===== config.mk =====
export PLATFORM = sky130hd
export DESIGN_NAME = window_mult
export DESIGN_NICKNAME = d
export VERILOG_FILES = /design/src/logic/window_pkg.sv /design/src/logic/window_mult.sv
export SDC_FILE = /design/constraint.sdc
export NUM_CORES = 1
export LEC_CHECK = 0
export ABC_AREA = 1
export BUFFER_PORTS_ARGS = -buffer_cell sky130_fd_sc_hd__buf_2
export CORE_AREA = 4 4 131 120
export DETAILED_ROUTE_END_ITERATION = 12
export DIE_AREA = 0 0 135 124
export GPL_ROUTABILITY_DRIVEN = 0
export PLACE_DENSITY = 0.95
export SYNTH_ARGS = -nofsm -noshare
export SYNTH_HDL_FRONTEND = slang
export SYNTH_SLANG_ARGS = --single-unit

===== constraint.sdc =====
create_clock -name clk -period 17.83 [get_ports clk]
set_clock_uncertainty 0.1 [all_clocks]
set_input_delay 0.8915 -clock clk [delete_from_list [all_inputs] [get_ports clk]]
set_output_delay 0.8915 -clock clk [all_outputs]
set_load 0.02 [all_outputs]

===== src/logic/window_pkg.sv =====
package window_pkg;

  typedef logic signed [15:0] sample_t;  // Q15 input sample
  typedef logic [15:0]        coeff_t;   // Q15 weight, 0x7FFF ~ 1.0
  typedef logic [15:0]        phase_t;   // Binary angle, full scale = 2*pi
  typedef logic [8:0]         idx_t;     // Index over the padded frame

  localparam int     FRAME_LEN  = 256;
  localparam int     PAD_LEN    = 512;
  localparam phase_t PHASE_STEP = 16'd257;  // ~65536 / (FRAME_LEN - 1)

  localparam coeff_t HAM_A0        = 16'd17695;  // 0.54
  localparam coeff_t HAM_A1        = 16'd15073;  // 0.46
  localparam int     CORDIC_STAGES = 12;
  localparam coeff_t CORDIC_GAIN   = 16'h4DBA;   // 1/K = 0.6073

  // atan(2^-i) in binary-angle units
  localparam logic [0:CORDIC_STAGES-1][15:0] CORDIC_ATAN = {
    16'd8192, 16'd4836, 16'd2555, 16'd1297,
    16'd651,  16'd326,  16'd163,  16'd81,
    16'd41,   16'd20,   16'd10,   16'd5
  };

  localparam int PIPE_LAT = 15;  // Last accepted sample to first output

  localparam logic [3:0] REG_CTRL   = 4'h0;
  localparam logic [3:0] REG_STATUS = 4'h4;

  typedef struct packed {
    logic        psel;
    logic        penable;
    logic        pwrite;
    logic [3:0]  paddr;
    logic [31:0] pwdata;
  } apb_req_t;

  typedef struct packed {
    logic [31:0] prdata;
    logic        pready;
    logic        pslverr;
  } apb_rsp_t;

  typedef struct packed {
    logic pad;    // Zero-padding slot
    logic last;   // Final value of the padded frame
    logic valid;
  } rd_tag_t;

endpackage


===== src/logic/window_mult.sv =====
`timescale 1ns/1ns

module window_mult
  import window_pkg::*;
(
  input  logic    clk,
  input  logic    rst,
  input  sample_t sample,
  input  coeff_t  coeff,
  input  rd_tag_t tag,
  output sample_t sample_out,
  output logic    out_valid,
  output logic    out_last
);

  logic signed [32:0] prod;
  logic signed [17:0] rounded;
  sample_t            sat;

  always_comb begin
    prod    = sample * $signed({1'b0, coeff});  // Coeff is unsigned Q15
    rounded = 18'((prod + 33'sd16384) >>> 15);  // Round half up
    if (rounded > 18'sd32767) begin
      sat = 16'sh7FFF;
    end else if (rounded < -18'sd32768) begin
      sat = 16'sh8000;
    end else begin
      sat = rounded[15:0];
    end
  end

  always_ff @(posedge clk) begin
    if (rst) begin
      sample_out <= '0;
      out_valid  <= 1'b0;
      out_last   <= 1'b0;
    end else begin
      sample_out <= tag.pad ? '0 : sat;  // Zero padding for the FFT
      out_valid  <= tag.valid;
      out_last   <= tag.last;
    end
  end

  // Last flag comes from the controller through the whole CORDIC pipe
  a_last_valid: assert property (@(posedge clk) disable iff (rst)
    out_last |-> out_valid);

endmodule


# Word-level counts from Yosys, hierarchy flattened
# Index checks and enable logic that the tools add are counted.
totals:
  ff_bits: 18
  in_bits: 37
  output_inout_bits: 18
  wordCells: 12
classes:
  add_sub_neg: 1
  n_mul: 1
  n_lt_le_gt_ge: 2
  mux: 2
  n_reduce_logical: 2
ops:
  columns: ["cell", "n"]
  rows:
  - ["33-bit by 16-bit adder with 33-bit output, second input constant", 1]
  - ["16-bit by 17-bit multiplier with 33-bit output", 1]
  - ["18-bit by 16-bit greater-than comparator with 1-bit output, second input constant", 1]
  - ["18-bit by 16-bit less-than comparator with 1-bit output, second input constant", 1]
  - ["16-bit 2-to-1 mux", 1]
  - ["15-bit 2-to-1 mux", 1]
  - ["3-bit OR reduction", 1]
  - ["2-bit OR reduction", 1]

# Depth between registers and ports, before layout
logic_depth:
  ltp_word: 5
  depth_mapped: 30
  depth_no_buf: 28

# Least setup slack after synthesis
# OpenSTA, ideal clock, no wires.
synth_timing:
  kind: "input to register"
  from: "input sample[2]"
  to: "register sample_out[0]"
  setup_time_ps: 143
  t_arrival_ps: 6149
  required_time_ps: 17587
  setup_slack_ps: 11438
  path_stages: 25
  path_buffers: 3
  path_cell_list: "clkbuf_1 clkbuf_1 nand2_1 fa_1 fa_1 fa_1 fa_1 inv_1 fa_1 inv_1 fa_1 inv_1 ha_1 a21o_1 a21oi_1 nor2_1 nor2_1 nand2_1 nand2_1 nand3_1 nand2_2 inv_2 nand2_4 buf_6 a21oi_2"
synth_via:
  elab_chain_cells: 5
  elab_cells_between_ends: 6
  cone_classes: "add/sub (1); mul (1); order compare (2); mux (2)"
synth_rtl:
  columns: ["element", "line", "rtl"]
  rows:
  - ["start: declaration", "window_mult.sv:8", "input sample_t sample,"]
  - ["16-bit by 17-bit multiplier with 33-bit output *", "window_mult.sv:21", "prod = sample * $signed({1'b0, coeff});"]
  - ["33-bit by 16-bit adder with 33-bit output *", "window_mult.sv:22", "rounded = 18'((prod + 33'sd16384) >>> 15);"]
  - ["18-bit by 16-bit less-than comparator with 1-bit output", "window_mult.sv:25", "end else if (rounded < -18'sd32768) begin"]
  - ["16-bit 2-to-1 mux", "window_mult.sv:25", null]
  - ["15-bit 2-to-1 mux *", "window_mult.sv:23", "if (rounded > 18'sd32767) begin"]
  - ["end signal: assignment", "window_mult.sv:38", "sample_out <= tag.pad ? '0 : sat;"]
  - ["end: declaration", "window_mult.sv:11", "output sample_t sample_out,"]
# Every way passes the cells marked *; elsewhere a longest branch is shown, timed or not.
# A chain may end at the register's enable or synchronous reset.

# Worst setup path after layout
layout_timing:
  from: "input sample[15]"
  to: "register sample_out[15]"
layout_via:
  elab_chain_cells: 4
  elab_cells_between_ends: 6
  cone_classes: "add/sub (1); mul (1); order compare (2); mux (1); reduce/logical (1)"
layout_rtl:
  columns: ["element", "line"]
  rows:
  - ["16-bit by 17-bit multiplier with 33-bit output *", "window_mult.sv:21"]
  - ["33-bit by 16-bit adder with 33-bit output *", "window_mult.sv:22"]
  - ["18-bit by 16-bit greater-than comparator with 1-bit output / 18-bit by 16-bit less-than comparator with 1-bit output (equally long branches)", "window_mult.sv:23, window_mult.sv:25"]
  - ["3-bit OR reduction (no line) / 16-bit 2-to-1 mux (equally long branches)", null]
# Marked as above.

==> impl_metrics.ini <==
[sta]
clock.fmax_mhz = 153
finalHoldViolCount = 0
setup_viol_count_final = 0
min_period_ns = 6.55
worst_slew_pin_slew_ns = 0.688
max-slew-margin-rel_pct = 54.1
timing.final.crit_share_pct = 36.7
rsz0062_at_grt = no
slew_violations = 0
tns_ns = 0

[floorplan]
start_util_pct = 68.2
core-area_um2 = 14500
dieArea_um2 = 16700
fp.dieH_um = 124
die_x_um = 135
io_pins = 55
std_cell_rows = 42

[clocking]
cts.repair.resized = 0
clock_tree.buffer_depth = 2
clock_sinks = 18
path_clk_slew_ns = 0.05
cts_made_buffers = 3
cts_tree = done
h-tree-depth = 1
cts_hold_buf = 0
cts_root_buffer = clkbuf_16
cts_setup_buffers = 0

[detailed_routing]
vias = 8410
ant_nets = 0
wl_per_cell_um = 15.8
dr.pass1.iters = 5
wl_um = 24300
drc = 0
drtIter0Drc = 641
via_per_inst = 5.48

[synthesis]
netlist_area_um2 = 9860
syn_area_per_cell_um2 = 7.37
yosysWarningCount = 0
ys_ff_latch = 18
ys_types = 32
synth_nets = 1685
netlist_instances = 1337
synth-seq-area-share_pct = 3.65

[critical_path]
cpPeakStageDelay_ns = 0.55
crit_fanout = 17
required_ns = 17.92
cp-end-kind = register
cp.depth = 27
startpoint = sample[15]
crit_arrival_ns = 6.64
startpoint_type = input pin
critical_path.top_delay_family = adder cells
critPathBufInv = 8
path_class = in -> reg
endpoint = sample_out[15]
crit_path_top_delay_cell = fa_1

[flow_run]
drv_cap = 0

[layout]
nFillCells = 1034
final_common_cell = inv_1
drive_above_1_share_pct = 7.33
mostFrequentLayoutCells = 389 x inv_1, 359 x nand2_1, 194 x fa_1
syn2layout_area_growth_pct = 3.69
n_antenna_cell = 0
final_nets = 1687

[place]
hpwlAfterDp_um = 20400
io_buffers = 54

[grt]
antenna_found_initial = 0
grt_pass1_wl_um = 42100
grt_max_degree = 18
grt_pass1_vias = 9238
overflow = 0
track_usage_pct = 31.2

[min_path]
hold_path.class = in -> reg

[status]
outcome = complete, no violations
[worst min path at each step]
| stage | cells after the start | from | endpoint |
|---|---|---|---|
| after global routing | 2 | rst | out_last |
| final | 2 | rst | out_last |
| after floorplan | 1 | rst | out_last |
| after CTS | 2 | rst | out_last |
| after detailed placement | 2 | rst | out_last |
| after global placement | 2 | rst | out_last |
[per-layer routing]
metal / wire, um / track usage, % / vias to the layer above
met5: 0 / 0 / -
met4: 927 / 10.9 / 0
met3: 2720 / 6.18 / 106
met2: 11700 / 55.2 / 510
met1: 8900 / 38.6 / 3993
li1: - / - / 3801
[synth_stat cells]
master	count	area share, %
a211oi_1	1	0.076
a21boi_1	1	0.076
a21o_1	3	0.23
a21oi_1	36	1.8
a21oi_2	10	0.89
a31oi_1	1	0.063
buf_1	1	0.038
buf_6	2	0.23
clkbuf_1	54	2.1
dfxtp_1	18	3.7
fa_1	194	39
ha_1	117	15
inv_1	389	15
inv_2	7	0.27
nand2_1	359	14
nand2_2	10	0.63
nand2_4	3	0.34
nand3_1	18	0.91
nand3_2	3	0.30
nand3b_1	2	0.15
nand4_1	3	0.19
nor2_1	58	2.2
nor2_2	1	0.063
nor2_4	1	0.11
nor3_1	9	0.46
o211ai_1	1	0.076
o21ai_0	9	0.46
o21ai_1	4	0.20
o21bai_1	3	0.23
or2_2	6	0.38
xnor2_1	5	0.44
xor2_1	8	0.71
[cell families (layout without fill, tap and decap cells)]
family,Yosys count,count (layout),synth area share (%)
AOI/OAI and AO/OA,69,69,4.12
xor gates and xnor gates,13,13,1.15
adders and majority gates,311,311,54.2
buffers and inverters,453,453,17.4
DFF,18,18,3.65
and+or+nand+nor,473,473,19.4
[state kept, by name, indices dropped and copies added, names as in the netlist]
| signal | cells |
|---|---|
| out_last | 1 |
| out_valid | 1 |
| sample_out | 16 |
[layout make-up]
cell class,instances,area (um^2),area share (%)
inverters,396,1490,14.5
multi-input cells,866,7780,76.1
clock buffers,3,75.1,0.734
flip-flops and latches,18,360,3.52
repair buffers,54,270,2.64
well taps,198,248,2.42
[through the flow]
stage                     utilization, %  worst slack (ns)  hold slack [ns]  std cells  area, um^2
final                               70.7             11.28            0.730       1535       10200
after global routing                70.7             10.99            0.756       1535       10200
after CTS                           70.7             11.35            0.730       1535       10200
after detailed placement            70.2             11.13            0.989       1532       10100
after global placement              70.2             11.28            0.979       1532       10100
after floorplan                        -             11.44            0.863       1337        9860
Power is not shown: default switching activity piles up to over one toggle a cycle in this logic, so the estimate is an artifact.
