===== src/logic/window_pkg.sv =====
package window_pkg;

  typedef logic signed [15:0] sample_t;  // Q15 input sample
  typedef logic [15:0]        coeff_t;   // Q15 weight, 0x7FFF ~ 1.0
  typedef logic [15:0]        phase_t;   // Binary angle, full scale = 2*pi
  typedef logic [8:0]         idx_t;     // Index over the padded frame

  localparam int     FRAME_LEN  = 256;
  localparam int     PAD_LEN    = 512;
  localparam phase_t PHASE_STEP = 16'd257;  // ~65536 / (FRAME_LEN - 1)

  localparam coeff_t HAM_A0        = 16'd17695;  // 0.54
  localparam coeff_t HAM_A1        = 16'd15073;  // 0.46
  localparam int     CORDIC_STAGES = 12;
  localparam coeff_t CORDIC_GAIN   = 16'h4DBA;   // 1/K = 0.6073

  // atan(2^-i) in binary-angle units
  localparam logic [0:CORDIC_STAGES-1][15:0] CORDIC_ATAN = {
    16'd8192, 16'd4836, 16'd2555, 16'd1297,
    16'd651,  16'd326,  16'd163,  16'd81,
    16'd41,   16'd20,   16'd10,   16'd5
  };

  localparam int PIPE_LAT = 15;  // Last accepted sample to first output

  localparam logic [3:0] REG_CTRL   = 4'h0;
  localparam logic [3:0] REG_STATUS = 4'h4;

  typedef struct packed {
    logic        psel;
    logic        penable;
    logic        pwrite;
    logic [3:0]  paddr;
    logic [31:0] pwdata;
  } apb_req_t;

  typedef struct packed {
    logic [31:0] prdata;
    logic        pready;
    logic        pslverr;
  } apb_rsp_t;

  typedef struct packed {
    logic pad;    // Zero-padding slot
    logic last;   // Final value of the padded frame
    logic valid;
  } rd_tag_t;

endpackage


===== src/logic/cordic_cos.sv =====
`timescale 1ns/1ns

module cordic_cos
  import window_pkg::*;
(
  input  logic    clk,
  input  logic    rst,
  input  phase_t  phase,
  input  rd_tag_t tag_in,
  input  logic    rect_mode,
  output coeff_t  coeff,
  output rd_tag_t tag_out
);

  typedef logic signed [17:0] cdata_t;  // Q15 with headroom for gain overshoot
  typedef logic signed [16:0] cang_t;   // Residual angle

  cdata_t             x_q   [CORDIC_STAGES];
  cdata_t             y_q   [CORDIC_STAGES];
  cang_t              z_q   [CORDIC_STAGES];
  logic               neg_q [CORDIC_STAGES];
  rd_tag_t            tag_q [CORDIC_STAGES];
  cang_t              z_fold;
  logic               neg_fold;
  cdata_t             cos_v;
  logic signed [34:0] prod;
  logic signed [19:0] ham;

  // Map to [0, pi/2] and remember the sign of the cosine
  always_comb begin
    case (phase[15:14])
      2'b00: begin
        z_fold   = cang_t'({1'b0, phase});
        neg_fold = 1'b0;
      end
      2'b01: begin
        z_fold   = cang_t'(17'h08000 - {1'b0, phase});  // pi - a
        neg_fold = 1'b1;
      end
      2'b10: begin
        z_fold   = cang_t'({1'b0, phase} - 17'h08000);  // a - pi
        neg_fold = 1'b1;
      end
      default: begin
        z_fold   = cang_t'(17'h10000 - {1'b0, phase});  // 2*pi - a
        neg_fold = 1'b0;
      end
    endcase
  end

  for (genvar i = 0; i < CORDIC_STAGES; i++) begin : g_stage
    cdata_t  x_in;
    cdata_t  y_in;
    cang_t   z_in;
    cang_t   atan;
    logic    neg_in;
    rd_tag_t tag_s;

    if (i == 0) begin : g_first
      assign x_in   = cdata_t'(CORDIC_GAIN);  // Prescaled so x ends at cos
      assign y_in   = '0;
      assign z_in   = z_fold;
      assign neg_in = neg_fold;
      assign tag_s  = tag_in;
    end else begin : g_rest
      assign x_in   = x_q[i-1];
      assign y_in   = y_q[i-1];
      assign z_in   = z_q[i-1];
      assign neg_in = neg_q[i-1];
      assign tag_s  = tag_q[i-1];
    end

    assign atan = cang_t'(CORDIC_ATAN[i]);

    always_ff @(posedge clk) begin
      if (z_in[16]) begin  // Rotate clockwise
        x_q[i] <= x_in + (y_in >>> i);
        y_q[i] <= y_in - (x_in >>> i);
        z_q[i] <= z_in + atan;
      end else begin
        x_q[i] <= x_in - (y_in >>> i);
        y_q[i] <= y_in + (x_in >>> i);
        z_q[i] <= z_in - atan;
      end
      neg_q[i] <= neg_in;
    end

    always_ff @(posedge clk) begin
      if (rst) begin
        tag_q[i] <= '0;
      end else begin
        tag_q[i] <= tag_s;
      end
    end
  end

  // w = A0 - A1 * cos, rounded half up
  always_comb begin
    cos_v = neg_q[CORDIC_STAGES-1] ? -x_q[CORDIC_STAGES-1] : x_q[CORDIC_STAGES-1];
    prod  = $signed({1'b0, HAM_A1}) * cos_v;
    ham   = $signed({4'b0, HAM_A0}) - 20'((prod + 35'sd16384) >>> 15);
  end

  always_ff @(posedge clk) begin
    if (rect_mode) begin
      coeff <= 16'h7FFF;
    end else if (ham < 0) begin
      coeff <= '0;
    end else if (ham > 20'sd32767) begin
      coeff <= 16'h7FFF;  // Peak can round to 1.0
    end else begin
      coeff <= coeff_t'(ham[15:0]);
    end
  end

  always_ff @(posedge clk) begin
    if (rst) begin
      tag_out <= '0;
    end else begin
      tag_out <= tag_q[CORDIC_STAGES-1];
    end
  end

endmodule


===== config.mk =====
export PLATFORM = sky130hd
export DESIGN_NAME = cordic_cos
export DESIGN_NICKNAME = d
export VERILOG_FILES = /design/src/logic/window_pkg.sv /design/src/logic/cordic_cos.sv
export SDC_FILE = /design/constraint.sdc
export NUM_CORES = 2
export LEC_CHECK = 0
export ABC_AREA = 1
export BUFFER_PORTS_ARGS = -buffer_cell sky130_fd_sc_hd__clkbuf_2
export CORE_MARGIN = 2
export CORE_UTILIZATION = 60
export CTS_BUF_LIST = sky130_fd_sc_hd__clkbuf_8
export DETAILED_ROUTE_END_ITERATION = 6
export PLACE_DENSITY = 0.75
export SLEW_MARGIN = 20
export SYNTH_ARGS = -nofsm -noshare
export SYNTH_HDL_FRONTEND = slang
export SYNTH_SLANG_ARGS = --single-unit

===== constraint.sdc =====
create_clock -name clk -period 7.6 [get_ports clk]
set_input_delay 1.52 -clock clk [delete_from_list [all_inputs] [get_ports clk]]
set_output_delay 1.52 -clock clk [all_outputs]
set_load 0.05 [all_outputs]

# [Word-level counts from Yosys, hierarchy flattened]
# Memories as Yosys holds them, arrays and structs flattened. A register that Yosys moved wholly into a read port is not among the register bits.
# Cells that the tools add are included.
[word_totals] register_bits=16 ram_bits=684 inputBits=22 output_inout_bits=19 memories=5
[op_classes] n_addsub=74 mul=1 magnitude_cmp=2 eq_ne=2 muxes=92 bitwise=48 n_reduce_logical=3
[mem_list] name="x_q" words=12 width=18 rd=12 rd_ports_with_merged_regs=0 wr=12 line_no="cordic_cos.sv:18" source="cdata_t x_q [CORDIC_STAGES];"
[mem_list] name="y_q" words=12 width=18 rd=11 rd_ports_with_merged_regs=0 wr=12 line_no="cordic_cos.sv:19" source="cdata_t y_q [CORDIC_STAGES];"
[mem_list] name="z_q" words=12 width=17 rd=11 rd_ports_with_merged_regs=0 wr=12 line_no="cordic_cos.sv:20" source="cang_t z_q [CORDIC_STAGES];"
[mem_list] name="tag_q" words=12 width=3 rd=12 rd_ports_with_merged_regs=1 wr=12 line_no="cordic_cos.sv:22" source="rd_tag_t tag_q [CORDIC_STAGES];"
[mem_list] name="neg_q" words=12 width=1 rd=12 rd_ports_with_merged_regs=0 wr=12 line_no="cordic_cos.sv:21" source="logic neg_q [CORDIC_STAGES];"
[ops] operator="2-to-1 mux 18 bit" n=25
[ops] operator="2-to-1 mux 17 bit" n=12
[ops] operator="case mux 17 bit (3 select lines)" n=1
[ops] operator="bitwise OR 1 bit" n=48
[ops] operator="2-to-1 mux 1 bit" n=40
[ops] operator="adder 18 x 10 -> 18 bit" n=2
[ops] operator="adder 18 x 11 -> 18 bit" n=2
[ops] operator="adder 18 x 12 -> 18 bit" n=2
[ops] operator="adder 18 x 13 -> 18 bit" n=2
[ops] operator="adder 18 x 14 -> 18 bit" n=2
[ops] operator="adder 18 x 15 -> 18 bit" n=2
[ops] operator="adder 18 x 16 -> 18 bit" n=2
[ops] operator="adder 18 x 17 -> 18 bit" n=2
[ops] operator="adder 18 x 7 -> 18 bit" n=2
[ops] operator="adder 18 x 8 -> 18 bit" n=2
[ops] operator="adder 18 x 9 -> 18 bit" n=2
[ops] operator="2-to-1 mux 3 bit" n=12
[ops] operator="subtractor 18 x 10 -> 18 bit" n=2
[ops] operator="subtractor 18 x 11 -> 18 bit" n=2
[ops] operator="subtractor 18 x 12 -> 18 bit" n=2
[ops] operator="subtractor 18 x 13 -> 18 bit" n=2
[ops] operator="subtractor 18 x 14 -> 18 bit" n=2
[ops] operator="subtractor 18 x 15 -> 18 bit" n=2
[ops] operator="subtractor 18 x 16 -> 18 bit" n=2
[ops] operator="43 further kinds" n=48

# [Longest topological paths before layout]
# An unclocked memory read counts as a cell.
[logic_depth] depth_word=9 ltp_mapped=43 mapped_depth_nobuf=42

# [Worst setup path after synthesis]
# Ideal clock, no wire load.
[synth_timing] kind="flip-flop to flip-flop" startpoint="memory x_q[2][54] (netlist name)" endpoint="register coeff[10]" setup_ns=0.121 t_arrival_ns=6.925 path_slack_ns=0.555 stages_incl_launch_ff=40 n_path_buf=1 cell_sequence="dfxtp_1 -> inv_1 -> ha_1 -> inv_1 -> nor3_1 -> nand3_1 -> nor3_1 -> a21oi_1 -> nor2_1 -> o21ai_0 -> xor2_1 -> ha_1 -> inv_1 -> fa_1 -> inv_1 -> fa_1 -> fa_1 -> fa_1 -> [... 4 more ...] -> inv_1 -> nand2_2 -> inv_1 -> nand2_1 -> nand2_1 -> and2_1 -> ha_1 -> nand3_1 -> nand2_2 -> nand2_2 -> nand2_2 -> nand2_1 -> nand2_2 -> nand4_2 -> nand2_2 -> buf_6 -> a21oi_1 -> nand3_1"
[synth_lines] item="from (decl)" line_no="cordic_cos.sv:18"
[synth_lines] item="to (signal assigned)" line_no="cordic_cos.sv:112" source="coeff <= coeff_t'(ham[15:0]);"
[synth_lines] item="to (decl)" line_no="cordic_cos.sv:11" source="output coeff_t coeff,"

==> flow_metrics.py <==
metrics = {
    "run_status": {
        "outcome": "finished, violations left",
        "failed_checks": "design-rule violations",
    },
    "logic_synthesis": {
        "netlist_instances": 5403,
        "post_synth_instance_area_um2": 43500,
        "synth_common_cells": "sky130_fd_sc_hd__nand2_1, sky130_fd_sc_hd__inv_1, sky130_fd_sc_hd__ha_1",
        "ys_seq_elements": 594,
        "synthArstFlopShare": 0,
        "netlist-cell-type-count": 59,
        "yosys.cell_count.top_type": "sky130_fd_sc_hd__nand2_1",
        "netlist_top_cells_area": "sky130_fd_sc_hd__dfxtp_1, sky130_fd_sc_hd__ha_1, sky130_fd_sc_hd__xor2_1",
        "synth-main-ff-cell": "sky130_fd_sc_hd__dfxtp_1",
        "synth_largest_area_cell": "sky130_fd_sc_hd__dfxtp_1",
        "ys.warnings.count": 0,
        "synthDominantCellAreaShare": 0.273,
        "number_of_synthesized_flops_with_an_enable_pin": 0,
        "synth_sequential_area_ratio": 0.273,
        "postSynthAreaPerCell_um2": 8.05,
    },
    "setup_path": {
        "crit_path_end": "coeff[1]",
        "critPathKind": "reg2reg",
        "worst_path_most_repeated_cell": "sky130_fd_sc_hd__nand2_1",
        "cpPeakStageDelay_ns": 0.55,
        "slowest_stage": "sky130_fd_sc_hd__fa_1",
        "worst_setup_path_end_kind": "flop",
        "reg2reg_setup_slack_ns": 0.50,
        "timing.critical_path.fanout_max": 7,
        "reg2regPathDepth": 38,
        "worstReg2RegEnd": "coeff[1]",
        "data_required_critical_path_ns": 8.17,
        "worstPathArrival_ns": 7.66,
        "critical_path.startpoint_type": "flop",
        "worstSetupStartpoint": "x_q[2][55]",
        "r2r-start": "x_q[2][55]",
    },
    "clock_network": {
        "clock_pin_slew_of_the_registers_on_the_worst_case_setup_and_hold_paths_ns": 0.07,
        "clk_latency_ns": 0.71,
        "max-clock-path-buffers": 3,
        "htreeDepth": 3,
        "numClockSinks": 594,
        "tritoncts_clock_tree": "done",
        "clk_root_buffer_cell": "sky130_fd_sc_hd__clkbuf_8",
        "cts_hold_buf": 0,
        "numCtsBuffers": 96,
    },
    "layout": {
        "layout-area-overhead-vs-synth_pct": 8.98,
        "fill_cells": 6192,
        "design_area_um2": 47400,
        "post_route_cells_drive_above_1_share": 0.0560,
        "layout.nets": 6321,
    },
    "drt": {
        "routed-via-count": 34900,
        "route.antenna.remaining_nets": 0,
        "routedWlPerCell_um": 14.7,
        "number_of_remaining_drc_errors": 4,
        "drt-pass1-iter-count": 7,
        "drt_first_iter_violations": 1921,
        "detail_route.wirelength_um": 96600,
        "vias_per_cell": 5.32,
    },
    "grt": {
        "grt_pass1_vias": 34000,
        "global_route_usage_sum": 0.259,
        "antenna_found_initial": 1,
        "grt_overflow_total": 0,
        "grt_first_pass_wirelength_um": 161000,
        "grt_max_degree": 40,
    },
    "timing": {
        "hold_violations": 0,
        "post-route-period-util": 0.934,
        "drv_slew": 0,
        "holdWs_ns": 0.323,
        "final_period_minus_worst_setup_slack_ns": 7.10,
        "setup_viol": 0,
        "maxClockFrequency_ghz": 0.141,
        "slew_at_the_pin_with_the_worst_max_slew_slack_ns": 1.07,
        "relative_slew_slack": 0.276,
        "final.setup_skew_ns": 0.0609,
        "tns_ns": 0,
    },
    "die": {
        "core-area_um2": 71600,
        "floorplan.die_area_um2": 74700,
        "die_height_um": 273,
        "floorplan.initialDensity": 0.607,
        "fp.dieW_um": 273,
        "std_cell_rows": 98,
        "top_level_ports": 41,
    },
    "placed_design": {
        "place_area_um2": 44900,
        "port-buffer-count": 40,
        "dp.final_hpwl_um": 78400,
        "global_placement_routability_congestion": 0.934,
    },
    "job": {
        "timing.max_cap.violations": 0,
    },
    "hold_path": {
        "worstHoldPathType": "reg2reg",
        "timing.hold.worst_path_depth": 0,
    },
}
state kept, by name, summed over array words and instances, names as in the netlist:
name,flops
x_q,189
y_q,169
z_q,169
tag_q,36
coeff,16
neg_q,12
tag_out,3
how the worst min path moves through the flow:
stage | from | endpoint
after detailed placement | neg_q[0][1] | neg_q[1][0]
after global placement | neg_q[0][0] | neg_q[0][1]
after floorplan | neg_q[0][0] | neg_q[0][1]
after CTS | neg_q[0][1] | neg_q[1][0]
after global routing | z_q[1][0] | z_q[1][17]
final | neg_q[0][1] | neg_q[1][0]
critical path: cells and delay by family (launching register included):
family                   cells  cell delay [ns]
buffers and inverters        7             0.65
AND/OR/NAND/NOR             20             2.25
adder cells (fa/ha/maj)      8             3.24
AO/OA/AOI/OAI                2             0.22
flip-flops                   1             0.31
XOR/XNOR                     1             0.29
layout make-up:
class | instances | area, µm² | area share
Antenna cell | 1 | 2.50 | 0.0000528
Clock buffer | 129 | 1780 | 0.0375
Clock inverter | 45 | 509 | 0.0107
Inverter | 703 | 2640 | 0.0557
Multi-Input combinational cell | 4064 | 28900 | 0.610
Sequential cell | 594 | 11900 | 0.251
Tap cell | 950 | 1190 | 0.0251
Timing Repair Buffer | 76 | 483 | 0.0102
logic make-up after synthesis:
group,Yosys count,synth area share
and+or+nand+nor,1617,0.157
xor gates and xnor gates,660,0.133
buffers and inverters,748,0.0651
AOI/OAI and AO/OA,1017,0.131
muxes,2,0.000489
other,1,0.0000862
DFF,594,0.273
adders and majority gates,764,0.241
timing repair:
item                                    4_1_cts  5_1_grt
gates resized for setup                       0       28
endpoints found under the setup margin        0       15
buffers inserted                              0        5
endpoints found under the hold margin         0        0
layer usage:
metal  part of all wire  vias to the layer above  track usage
li1                   -                    18200            -
met3              0.031                      176       0.0296
met1               0.45                    15900        0.320
met2               0.49                      583        0.466
met5                  0                        -            0
met4              0.031                        0       0.0899
stage by stage:
| step | setup WS (ns) | cells | utilization |
|---|---|---|---|
| after CTS | 0.154 | 6555 | 0.659 |
| after detailed placement | 0.189 | 6381 | 0.628 |
| after floorplan | 0.555 | 5405 | - |
| final | 0.503 | 6562 | 0.662 |
| after global routing | -0.0298 | 6562 | 0.662 |
| after global placement | 0.268 | 6381 | 0.628 |
placed cells by master, fill, tap and decap left out, types with 129 or more instances in the layout:
master and instances:
sky130_fd_sc_hd__dfxtp_1 594, sky130_fd_sc_hd__clkbuf_8 129, sky130_fd_sc_hd__inv_1 710, sky130_fd_sc_hd__ha_1 637
sky130_fd_sc_hd__o21ai_0 250, sky130_fd_sc_hd__nand2_1 803, sky130_fd_sc_hd__xor2_1 472, sky130_fd_sc_hd__nor2_1 407
sky130_fd_sc_hd__a21oi_1 515, sky130_fd_sc_hd__xnor2_1 186, sky130_fd_sc_hd__nand3_1 179
Power is not shown: default switching activity piles up to over one toggle a cycle in this logic, so the estimate is an artifact.
