File: config.mk
export PLATFORM = sky130hd
export DESIGN_NAME = window_ctrl
export DESIGN_NICKNAME = d
export VERILOG_FILES = /design/src/logic/window_pkg.sv /design/src/logic/window_ctrl.sv
export SDC_FILE = /design/constraint.sdc
export NUM_CORES = 1
export LEC_CHECK = 0
export BUFFER_PORTS_ARGS = -buffer_cell sky130_fd_sc_hd__buf_2
export CAP_MARGIN = 30
export CORE_MARGIN = 2
export CORE_UTILIZATION = 45
export CTS_CLUSTER_SIZE = 40
export DETAILED_ROUTE_END_ITERATION = 10
export PLACE_DENSITY = 0.72
export SYNTH_ARGS = -nofsm -noshare
export SYNTH_HDL_FRONTEND = slang
export SYNTH_SLANG_ARGS = --single-unit
File: constraint.sdc
create_clock -name clk -period 2.89 [get_ports clk]
set_input_delay 0.289 -clock clk [delete_from_list [all_inputs] [get_ports clk]]
set_output_delay 0.289 -clock clk [all_outputs]
set_load 0.03 [all_outputs]
File: src/logic/window_pkg.sv
package window_pkg;

  typedef logic signed [15:0] sample_t;  // Q15 input sample
  typedef logic [15:0]        coeff_t;   // Q15 weight, 0x7FFF ~ 1.0
  typedef logic [15:0]        phase_t;   // Binary angle, full scale = 2*pi
  typedef logic [8:0]         idx_t;     // Index over the padded frame

  localparam int     FRAME_LEN  = 256;
  localparam int     PAD_LEN    = 512;
  localparam phase_t PHASE_STEP = 16'd257;  // ~65536 / (FRAME_LEN - 1)

  localparam coeff_t HAM_A0        = 16'd17695;  // 0.54
  localparam coeff_t HAM_A1        = 16'd15073;  // 0.46
  localparam int     CORDIC_STAGES = 12;
  localparam coeff_t CORDIC_GAIN   = 16'h4DBA;   // 1/K = 0.6073

  // atan(2^-i) in binary-angle units
  localparam logic [0:CORDIC_STAGES-1][15:0] CORDIC_ATAN = {
    16'd8192, 16'd4836, 16'd2555, 16'd1297,
    16'd651,  16'd326,  16'd163,  16'd81,
    16'd41,   16'd20,   16'd10,   16'd5
  };

  localparam int PIPE_LAT = 15;  // Last accepted sample to first output

  localparam logic [3:0] REG_CTRL   = 4'h0;
  localparam logic [3:0] REG_STATUS = 4'h4;

  typedef struct packed {
    logic        psel;
    logic        penable;
    logic        pwrite;
    logic [3:0]  paddr;
    logic [31:0] pwdata;
  } apb_req_t;

  typedef struct packed {
    logic [31:0] prdata;
    logic        pready;
    logic        pslverr;
  } apb_rsp_t;

  typedef struct packed {
    logic pad;    // Zero-padding slot
    logic last;   // Final value of the padded frame
    logic valid;
  } rd_tag_t;

endpackage

File: src/logic/window_ctrl.sv
`timescale 1ns/1ns

module window_ctrl
  import window_pkg::*;
(
  input  logic     clk,
  input  logic     rst,
  input  apb_req_t apb_req,
  output apb_rsp_t apb_rsp,
  input  logic     sample_valid,
  output logic     wr_en,
  output logic     wr_bank,
  output idx_t     wr_addr,
  output logic     rd_bank,
  output idx_t     rd_addr,
  output phase_t   phase,
  output rd_tag_t  tag,
  output logic     rect_mode
);

  typedef enum logic [1:0] {IDLE, FILL, DRAIN} state_t;

  state_t      state;
  logic        ctrl_en;
  logic        overrun;
  logic [15:0] frame_cnt;
  logic [1:0]  full;       // Bank holds an unread frame
  idx_t        fill_cnt;
  idx_t        drain_idx;
  phase_t      phase_acc;
  logic        apb_wr;
  logic        frame_done;
  logic        drain_end;
  logic        drop;
  logic        start_drain;

  assign apb_wr      = apb_req.psel & apb_req.penable & apb_req.pwrite;
  assign wr_en       = sample_valid & ctrl_en;
  assign wr_addr     = fill_cnt;
  assign frame_done  = wr_en & (fill_cnt == idx_t'(FRAME_LEN - 1));
  assign drain_end   = (state == DRAIN) & (drain_idx == idx_t'(PAD_LEN - 1));
  assign drop        = frame_done & full[~wr_bank] & ~drain_end;  // Other bank still draining
  assign start_drain = frame_done & ~drop;

  always_ff @(posedge clk) begin
    if (rst) begin
      ctrl_en   <= 1'b0;
      rect_mode <= 1'b0;
      overrun   <= 1'b0;
    end else begin
      if (apb_wr && apb_req.paddr == REG_CTRL) begin
        ctrl_en   <= apb_req.pwdata[0];
        rect_mode <= apb_req.pwdata[1];
      end
      if (drop) begin
        overrun <= 1'b1;
      end else if (apb_wr && apb_req.paddr == REG_STATUS && apb_req.pwdata[16]) begin
        overrun <= 1'b0;  // Write-one-to-clear
      end
    end
  end

  always_comb begin
    apb_rsp        = '0;
    apb_rsp.pready = 1'b1;  // Zero wait states
    case (apb_req.paddr)
      REG_CTRL:   apb_rsp.prdata = {30'd0, rect_mode, ctrl_en};
      REG_STATUS: apb_rsp.prdata = {15'd0, overrun, frame_cnt};
      default:    apb_rsp.pslverr = apb_req.psel & apb_req.penable;
    endcase
  end

  always_ff @(posedge clk) begin
    if (rst) begin
      state     <= IDLE;
      fill_cnt  <= '0;
      drain_idx <= '0;
      phase_acc <= '0;
      wr_bank   <= 1'b0;
      rd_bank   <= 1'b0;
      full      <= '0;
      frame_cnt <= '0;
      tag       <= '0;
    end else begin
      if (!ctrl_en || frame_done) begin
        fill_cnt <= '0;  // Disable drops a partial frame
      end else if (wr_en) begin
        fill_cnt <= fill_cnt + 1'b1;
      end
      if (start_drain) begin
        wr_bank <= ~wr_bank;
        rd_bank <= wr_bank;
      end
      full <= (full & ~({1'b0, drain_end} << rd_bank)) | ({1'b0, start_drain} << wr_bank);
      if (drain_end) begin
        frame_cnt <= frame_cnt + 1'b1;
      end
      case (state)
        IDLE, FILL: state <= start_drain ? DRAIN : (ctrl_en ? FILL : IDLE);
        DRAIN: begin
          if (drain_end) begin
            state <= start_drain ? DRAIN : (ctrl_en ? FILL : IDLE);
          end
        end
        default: state <= IDLE;
      endcase
      if (start_drain) begin
        drain_idx <= '0;
        phase_acc <= '0;
      end else if (state == DRAIN) begin
        drain_idx <= drain_idx + 1'b1;
        phase_acc <= phase_acc + PHASE_STEP;
      end
      if (state == DRAIN) begin
        tag <= '{pad: drain_idx[8], last: drain_end, valid: 1'b1};
      end else begin
        tag <= '0;
      end
    end
  end

  // Buffer read trails the phase by the CORDIC depth so data meets its coefficient
  always_ff @(posedge clk) begin
    phase   <= drain_idx[8] ? '0 : phase_acc;
    rd_addr <= drain_idx - idx_t'(CORDIC_STAGES);
  end

  // Drained bank still holds its frame while the write bank is free
  a_bank_split: assert property (@(posedge clk) disable iff (rst)
    (state == DRAIN) |-> (full[rd_bank] && !full[wr_bank]));

  a_apb_penable: assert property (@(posedge clk) disable iff (rst)
    apb_req.penable |-> apb_req.psel);

endmodule

# ---- Yosys cells after proc, flatten, opt, wreduce, memory -nomap -nowiden
# Index checks and enable logic that the tools add are counted.
dict set report word_totals {
  register_bits 87
  latchBits 0
  ram_bits 0
  romBits 0
  input_bits 42
  output_inout_bits 75
  word_cells 69
  n_memories 0
}
dict set report classes {
  addsub 5
  n_mul 0
  div_mod_pow 0
  magnitude_cmp 1
  eq_ne 6
  n_shift 2
  n_mux 11
  bitwise 15
  n_reduce_logical 13
}
# cell n
set op_table {}
lappend op_table {{$pmux W17 S2} 1}
lappend op_table {{$add A9 B1 Y9 const B} 2}
lappend op_table {{$add A16 B1 Y16 const B} 1}
lappend op_table {{$add A16 B9 Y16 const B} 1}
lappend op_table {{$reduce_or A2 Y1} 5}
lappend op_table {{$eq A9 B8 Y1 const B} 1}
lappend op_table {{$eq A9 B9 Y1 const B} 1}
lappend op_table {{$sub A9 B4 Y9 const B} 1}
lappend op_table {{$and A1 B1 Y1} 8}
lappend op_table {{$mux W1} 7}
lappend op_table {{$eq A4 B3 Y1 const B} 1}
lappend op_table {{$logic_not A4 Y1} 1}
lappend op_table {{$mux W2} 2}
lappend op_table {{$not A1 Y1} 4}
lappend op_table {{$pmux W2 S2} 1}
lappend op_table {{$shl A1 B1 Y2} 2}
lappend op_table {{$logic_and A1 B1 Y1} 3}
lappend op_table {{$and A2 B2 Y2} 1}
lappend op_table {{$eq A2 B1 Y1 const B} 1}
lappend op_table {{$eq A2 B2 Y1 const B} 1}
lappend op_table {{$logic_not A2 Y1} 1}
lappend op_table {{$lt A1 B2 Y1 const B} 1}
lappend op_table {{$ne A2 B2 Y1 const B} 1}
lappend op_table {{$not A2 Y2} 1}
lappend op_table {{4 further kinds} 4}

# ---- Longest topological paths before layout
dict set report logic_depth {
  depth_word 10
  depth_mapped 11
  mapped_depth_nobuf 8
}

# ---- Worst setup path after synthesis
# OpenSTA, ideal clock, no wires.
dict set report synth_timing {
  kind {reg2reg}
  startpoint {register drain_idx[2]}
  endpoint {register frame_cnt[14]}
  setup_time_ps 70
  arrival_ps 2101
  t_required_ps 2820
  setup_slack_ps 719
  path_stages_with_launch 10
  n_path_buf 1
  period_less_slack_ps 2171
  cell_sequence {dfxtp_1 > ha_1 > nand4_1 > nor2_1 > ha_1 > nand4_1 > or2_1 > buf_6 > or4_1 > a21oi_1}
}
dict set report synth_via {
  elab_chain_len 2
}
# item line
set synth_rtl {}
lappend synth_rtl {{start, declared} window_ctrl.sv:29} ;# idx_t drain_idx;
lappend synth_rtl {{start signal, assigned} window_ctrl.sv:111} ;# drain_idx <= drain_idx + 1'b1;
lappend synth_rtl {{$eq A9 B9 Y1} window_ctrl.sv:41} ;# assign drain_end = (state == DRAIN) & (drain_idx == idx_t'(PAD_LEN - 1));
lappend synth_rtl {{$and A1 B1 Y1} window_ctrl.sv:41}
lappend synth_rtl {{end signal, assigned} window_ctrl.sv:96} ;# frame_cnt <= frame_cnt + 1'b1;
lappend synth_rtl {{end, declared} window_ctrl.sv:26} ;# logic [15:0] frame_cnt;
# Every way passes these cells.
# A chain may end at the register's enable or synchronous reset.

# ---- Worst setup path after layout
# Same ends and word-level chain as after synthesis.

==> results.py <==
metrics = {
    "cts": {
        "clkSlewWorstSetupHoldPaths_ns": 0.09,
        "resized_cells_post_cts": 0,
        "post_cts_setup_inserts": 0,
        "numCtsBuffers": 9,
        "root_buffer": "sky130_fd_sc_hd__clkbuf_8",
        "clkSinkCount": 87,
        "cts.htree.levels": 3,
        "cts_buffer_depth": 2,
        "cts_hold_buffers": 0,
        "cts_tree": "done",
        "clock_insertion_delay_worst_skew_ns": 0.36,
    },
    "global_routing": {
        "grtUsageTotal": 0.167,
        "grt_start_max_net_pins": 29,
        "total_congestion_overflow": 0,
        "number_of_global_route_vias_before_repair": 2643,
        "grt_antenna_before_repair": 0,
        "global_route_wire_length_before_repair_mm": 11.9,
    },
    "setup_path": {
        "critPathMaxFanout": 7,
        "start_kind": "register",
        "path_class": "reg -> reg",
        "setup.worst_path.start": "drain_idx[2]$_SDFFE_PP0N_",
        "worstPathArrival_ns": 2.74,
        "timing.rr.start": "drain_idx[2]$_SDFFE_PP0N_",
        "timing.reg2reg.worst_path_depth": 8,
        "critPathRequiredTime_ns": 3.18,
        "endpoint_kind": "register",
    },
    "power": {
        "power_frac_comb": 0.029,
        "power_frac_seq": 0.565,
        "vdd.ir_drop.worst_uv": 179,
        "sw_frac_of_total": 0.238,
        "pwr_density_cell_nw_per_um2": 502,
        "fin_total_pwr_mw": 2.12,
        "leakage_nw": 1.79,
        "power_frac_clock": 0.406,
        "net_sw_power_mw": 0.505,
        "internal_power_mw": 1.62,
    },
    "logic_synthesis": {
        "synthesis.instances": 407,
        "synth_seq_area_share": 0.476,
        "syn_avg_cell_area_sq_um": 8.99,
        "netlist_area_sq_um": 3660,
        "yosysUniqueCellTypes": 40,
        "synthesis.yosys.warnings": 0,
        "postSynthRegisterBits": 87,
    },
    "hold_path": {
        "hp-start": "apb_req[1]",
        "worst_hold_path_type": "in -> reg",
        "hold-path-cell-count": 3,
    },
    "layout": {
        "stdcell_area_sq_um": 4230,
        "fillCellCount": 757,
        "drive_above_1_share": 0.199,
        "antenna_cells": 0,
        "final_net_count": 522,
        "layout-area-overhead-vs-synth_pct": 15.5,
    },
    "detailed_routing": {
        "drc": 0,
        "first_iter_violations": 82,
        "via_count": 2949,
        "detail-route-antenna-nets": 0,
        "wl_per_cell_microns": 12.1,
        "finalWirelength_mm": 7.02,
        "dr.pass1.iters": 4,
        "vias_per_cell": 5.08,
    },
    "place": {
        "routabilityCongestion": 0.763,
        "io_buffers": 71,
        "dpl_cell_area_sq_um": 4020,
        "post-dp-hpwl_mm": 4.81,
    },
    "sta": {
        "timing.final.crit_share": 0.850,
        "worst_slew_slack_as_a_fraction_of_its_limit": 0.640,
        "drv_slew": 0,
        "tightestPinTransition_ns": 0.538,
        "fin_worst_skew_ns": 0.0106,
        "unrepaired_setup_endpoints_after_global_routing": "false",
        "timing.fmax_mhz": 407,
        "report.final.hold_viol_count": 0,
        "fin_crit_ns": 2.46,
        "fin_setup_tns_ns": 0,
        "total_setup_violations_reported_at_the_end_of_the_flow": 0,
    },
    "die": {
        "design.die.area_sq_um": 8870,
        "chipHeight_microns": 94.2,
        "top_ports": 117,
        "rows": 32,
        "dieWidth_microns": 94.2,
        "start_util": 0.469,
        "core-area_sq_um": 7810,
    },
    "run": {
        "max_cap_violations": 0,
    },
    "run_status": {
        "status": "finished clean",
    },
}
area by class of cell:
class	instances	area (sq um)	share of cell area
inverter	6	22.5	0.00533
timing repair buffer	75	385	0.0912
sequential	87	1740	0.412
tap	102	128	0.0302
multi-input combinational	294	1750	0.413
clock inverter	7	81.3	0.0192
clock buffer	9	124	0.0293
power by group through the flow:
| stage | Combinational (mW) | Clock [mW] | Sequential (mW) |
|---|---|---|---|
| after floorplan | 0.0638 | 0 | 1.23 |
| after global placement | 0.0606 | 0 | 1.23 |
| after detailed placement | 0.0612 | 0 | 1.23 |
| after CTS | 0.0613 | 0.879 | 1.20 |
| after global routing | 0.0672 | 0.935 | 1.20 |
| final | 0.0617 | 0.862 | 1.20 |
stage by stage:
stage                     utilization  worst slack (ns)  instances  hold slack [ns]
after detailed placement        0.515             0.473        564            0.386
after global routing            0.542             0.244        580            0.175
final                           0.542             0.434        580            0.172
after floorplan                     -             0.719        421            0.364
after global placement          0.515             0.518        564            0.386
after CTS                       0.542             0.413        580            0.162
synthesized netlist by cell type, drive strengths merged:
library cell / instances / share of area
nor2b: 16 / 0.027
a31oi: 1 / 0.0017
o21ai: 13 / 0.018
ha: 7 / 0.024
buf: 23 / 0.044
nand2: 34 / 0.035
or4: 5 / 0.010
mux2i: 5 / 0.014
and4b: 2 / 0.0055
o31ai: 5 / 0.010
and4: 2 / 0.0048
xor2: 18 / 0.043
or3: 12 / 0.021
or2: 2 / 0.0034
nand4: 16 / 0.031
nand3: 11 / 0.015
xnor2: 16 / 0.038
nor2: 44 / 0.045
conb: 2 / 0.0021
and3b: 1 / 0.0024
a21oi: 26 / 0.036
o211ai: 1 / 0.0034
nor3b: 2 / 0.0041
dfxtp: 87 / 0.48
a221oi: 1 / 0.0024
inv: 6 / 0.0062
clkbuf: 11 / 0.011
nor3: 8 / 0.011
and3: 21 / 0.036
nand3b: 1 / 0.0021
o2111ai: 1 / 0.0024
a211oi: 1 / 0.0021
and2: 2 / 0.0034
a41oi: 2 / 0.0048
nand2b: 2 / 0.0041
placed cells by master, fill, tap and decap left out, drive strengths merged, types with 5 or more instances in the layout:
| master | Yosys | routed |
|---|---|---|
| a21oi | 26 | 26 |
| and3 | 21 | 21 |
| buf | 23 | 75 |
| clkbuf | 11 | 9 |
| conb | 2 | 16 |
| dfxtp | 87 | 87 |
| ha | 7 | 7 |
| inv | 6 | 7 |
| mux2i | 5 | 5 |
| nand2 | 34 | 34 |
| nand3 | 11 | 11 |
| nand4 | 16 | 16 |
| nor2 | 44 | 44 |
| nor2b | 16 | 16 |
| nor3 | 8 | 8 |
| o21ai | 13 | 13 |
| o31ai | 5 | 5 |
| or3 | 12 | 12 |
| or4 | 5 | 5 |
| xnor2 | 16 | 16 |
| xor2 | 18 | 18 |
flip-flops by register name, indices dropped and copies added (netlist names), 2 cells and up:
register,count
state,2
phase_acc,16
rd_addr,9
frame_cnt,16
full,2
drain_idx,9
wr_addr,9
tag,3
phase,16
layer usage:
layer	vias up	part of all wire	global-route usage	wire length, microns
met5	-	0	0	0
met3	12	0.059	0.0425	413
met2	84	0.46	0.260	3240
met4	0	0.017	0.0676	116
met1	1352	0.46	0.221	3250
li1	1501	-	-	-
critical path, cell delays in order, from the launching register on:
cell	delay, ns
sky130_fd_sc_hd__dfxtp_1	0.39
sky130_fd_sc_hd__ha_1	0.26
sky130_fd_sc_hd__nand4_1	0.14
sky130_fd_sc_hd__nor2_1	0.14
sky130_fd_sc_hd__ha_1	0.25
sky130_fd_sc_hd__nand4_1	0.19
sky130_fd_sc_hd__or2_1	0.35
sky130_fd_sc_hd__or4_1	0.52
sky130_fd_sc_hd__a21oi_1	0.16
final timing paths:
check | endpoint | slack, ns
max | frame_cnt[14]$_SDFFE_PP0P_ | 0.43
min | rect_mode$_SDFFE_PP0P_ | 0.17
max reg2reg | frame_cnt[14]$_SDFFE_PP0P_ | 0.43
min reg2reg | rd_addr[1]$_DFF_P_ | 0.39
cell families (layout without fill, tap and decap cells):
kind of cell             count (synthesis)  in the layout  synth area share
AND/OR/NAND/NOR                        181            181             0.261
flip-flops                              87             87             0.476
AO/OA/AOI/OAI                           51             51            0.0803
buffers and inverters                   40             97            0.0615
XOR/XNOR                                34             34            0.0814
adder cells (fa/ha/maj)                  7              7            0.0239
multiplexers                             5              5            0.0137
other                                    2             16           0.00205
Note: power is estimated with default switching activity, not from simulation.
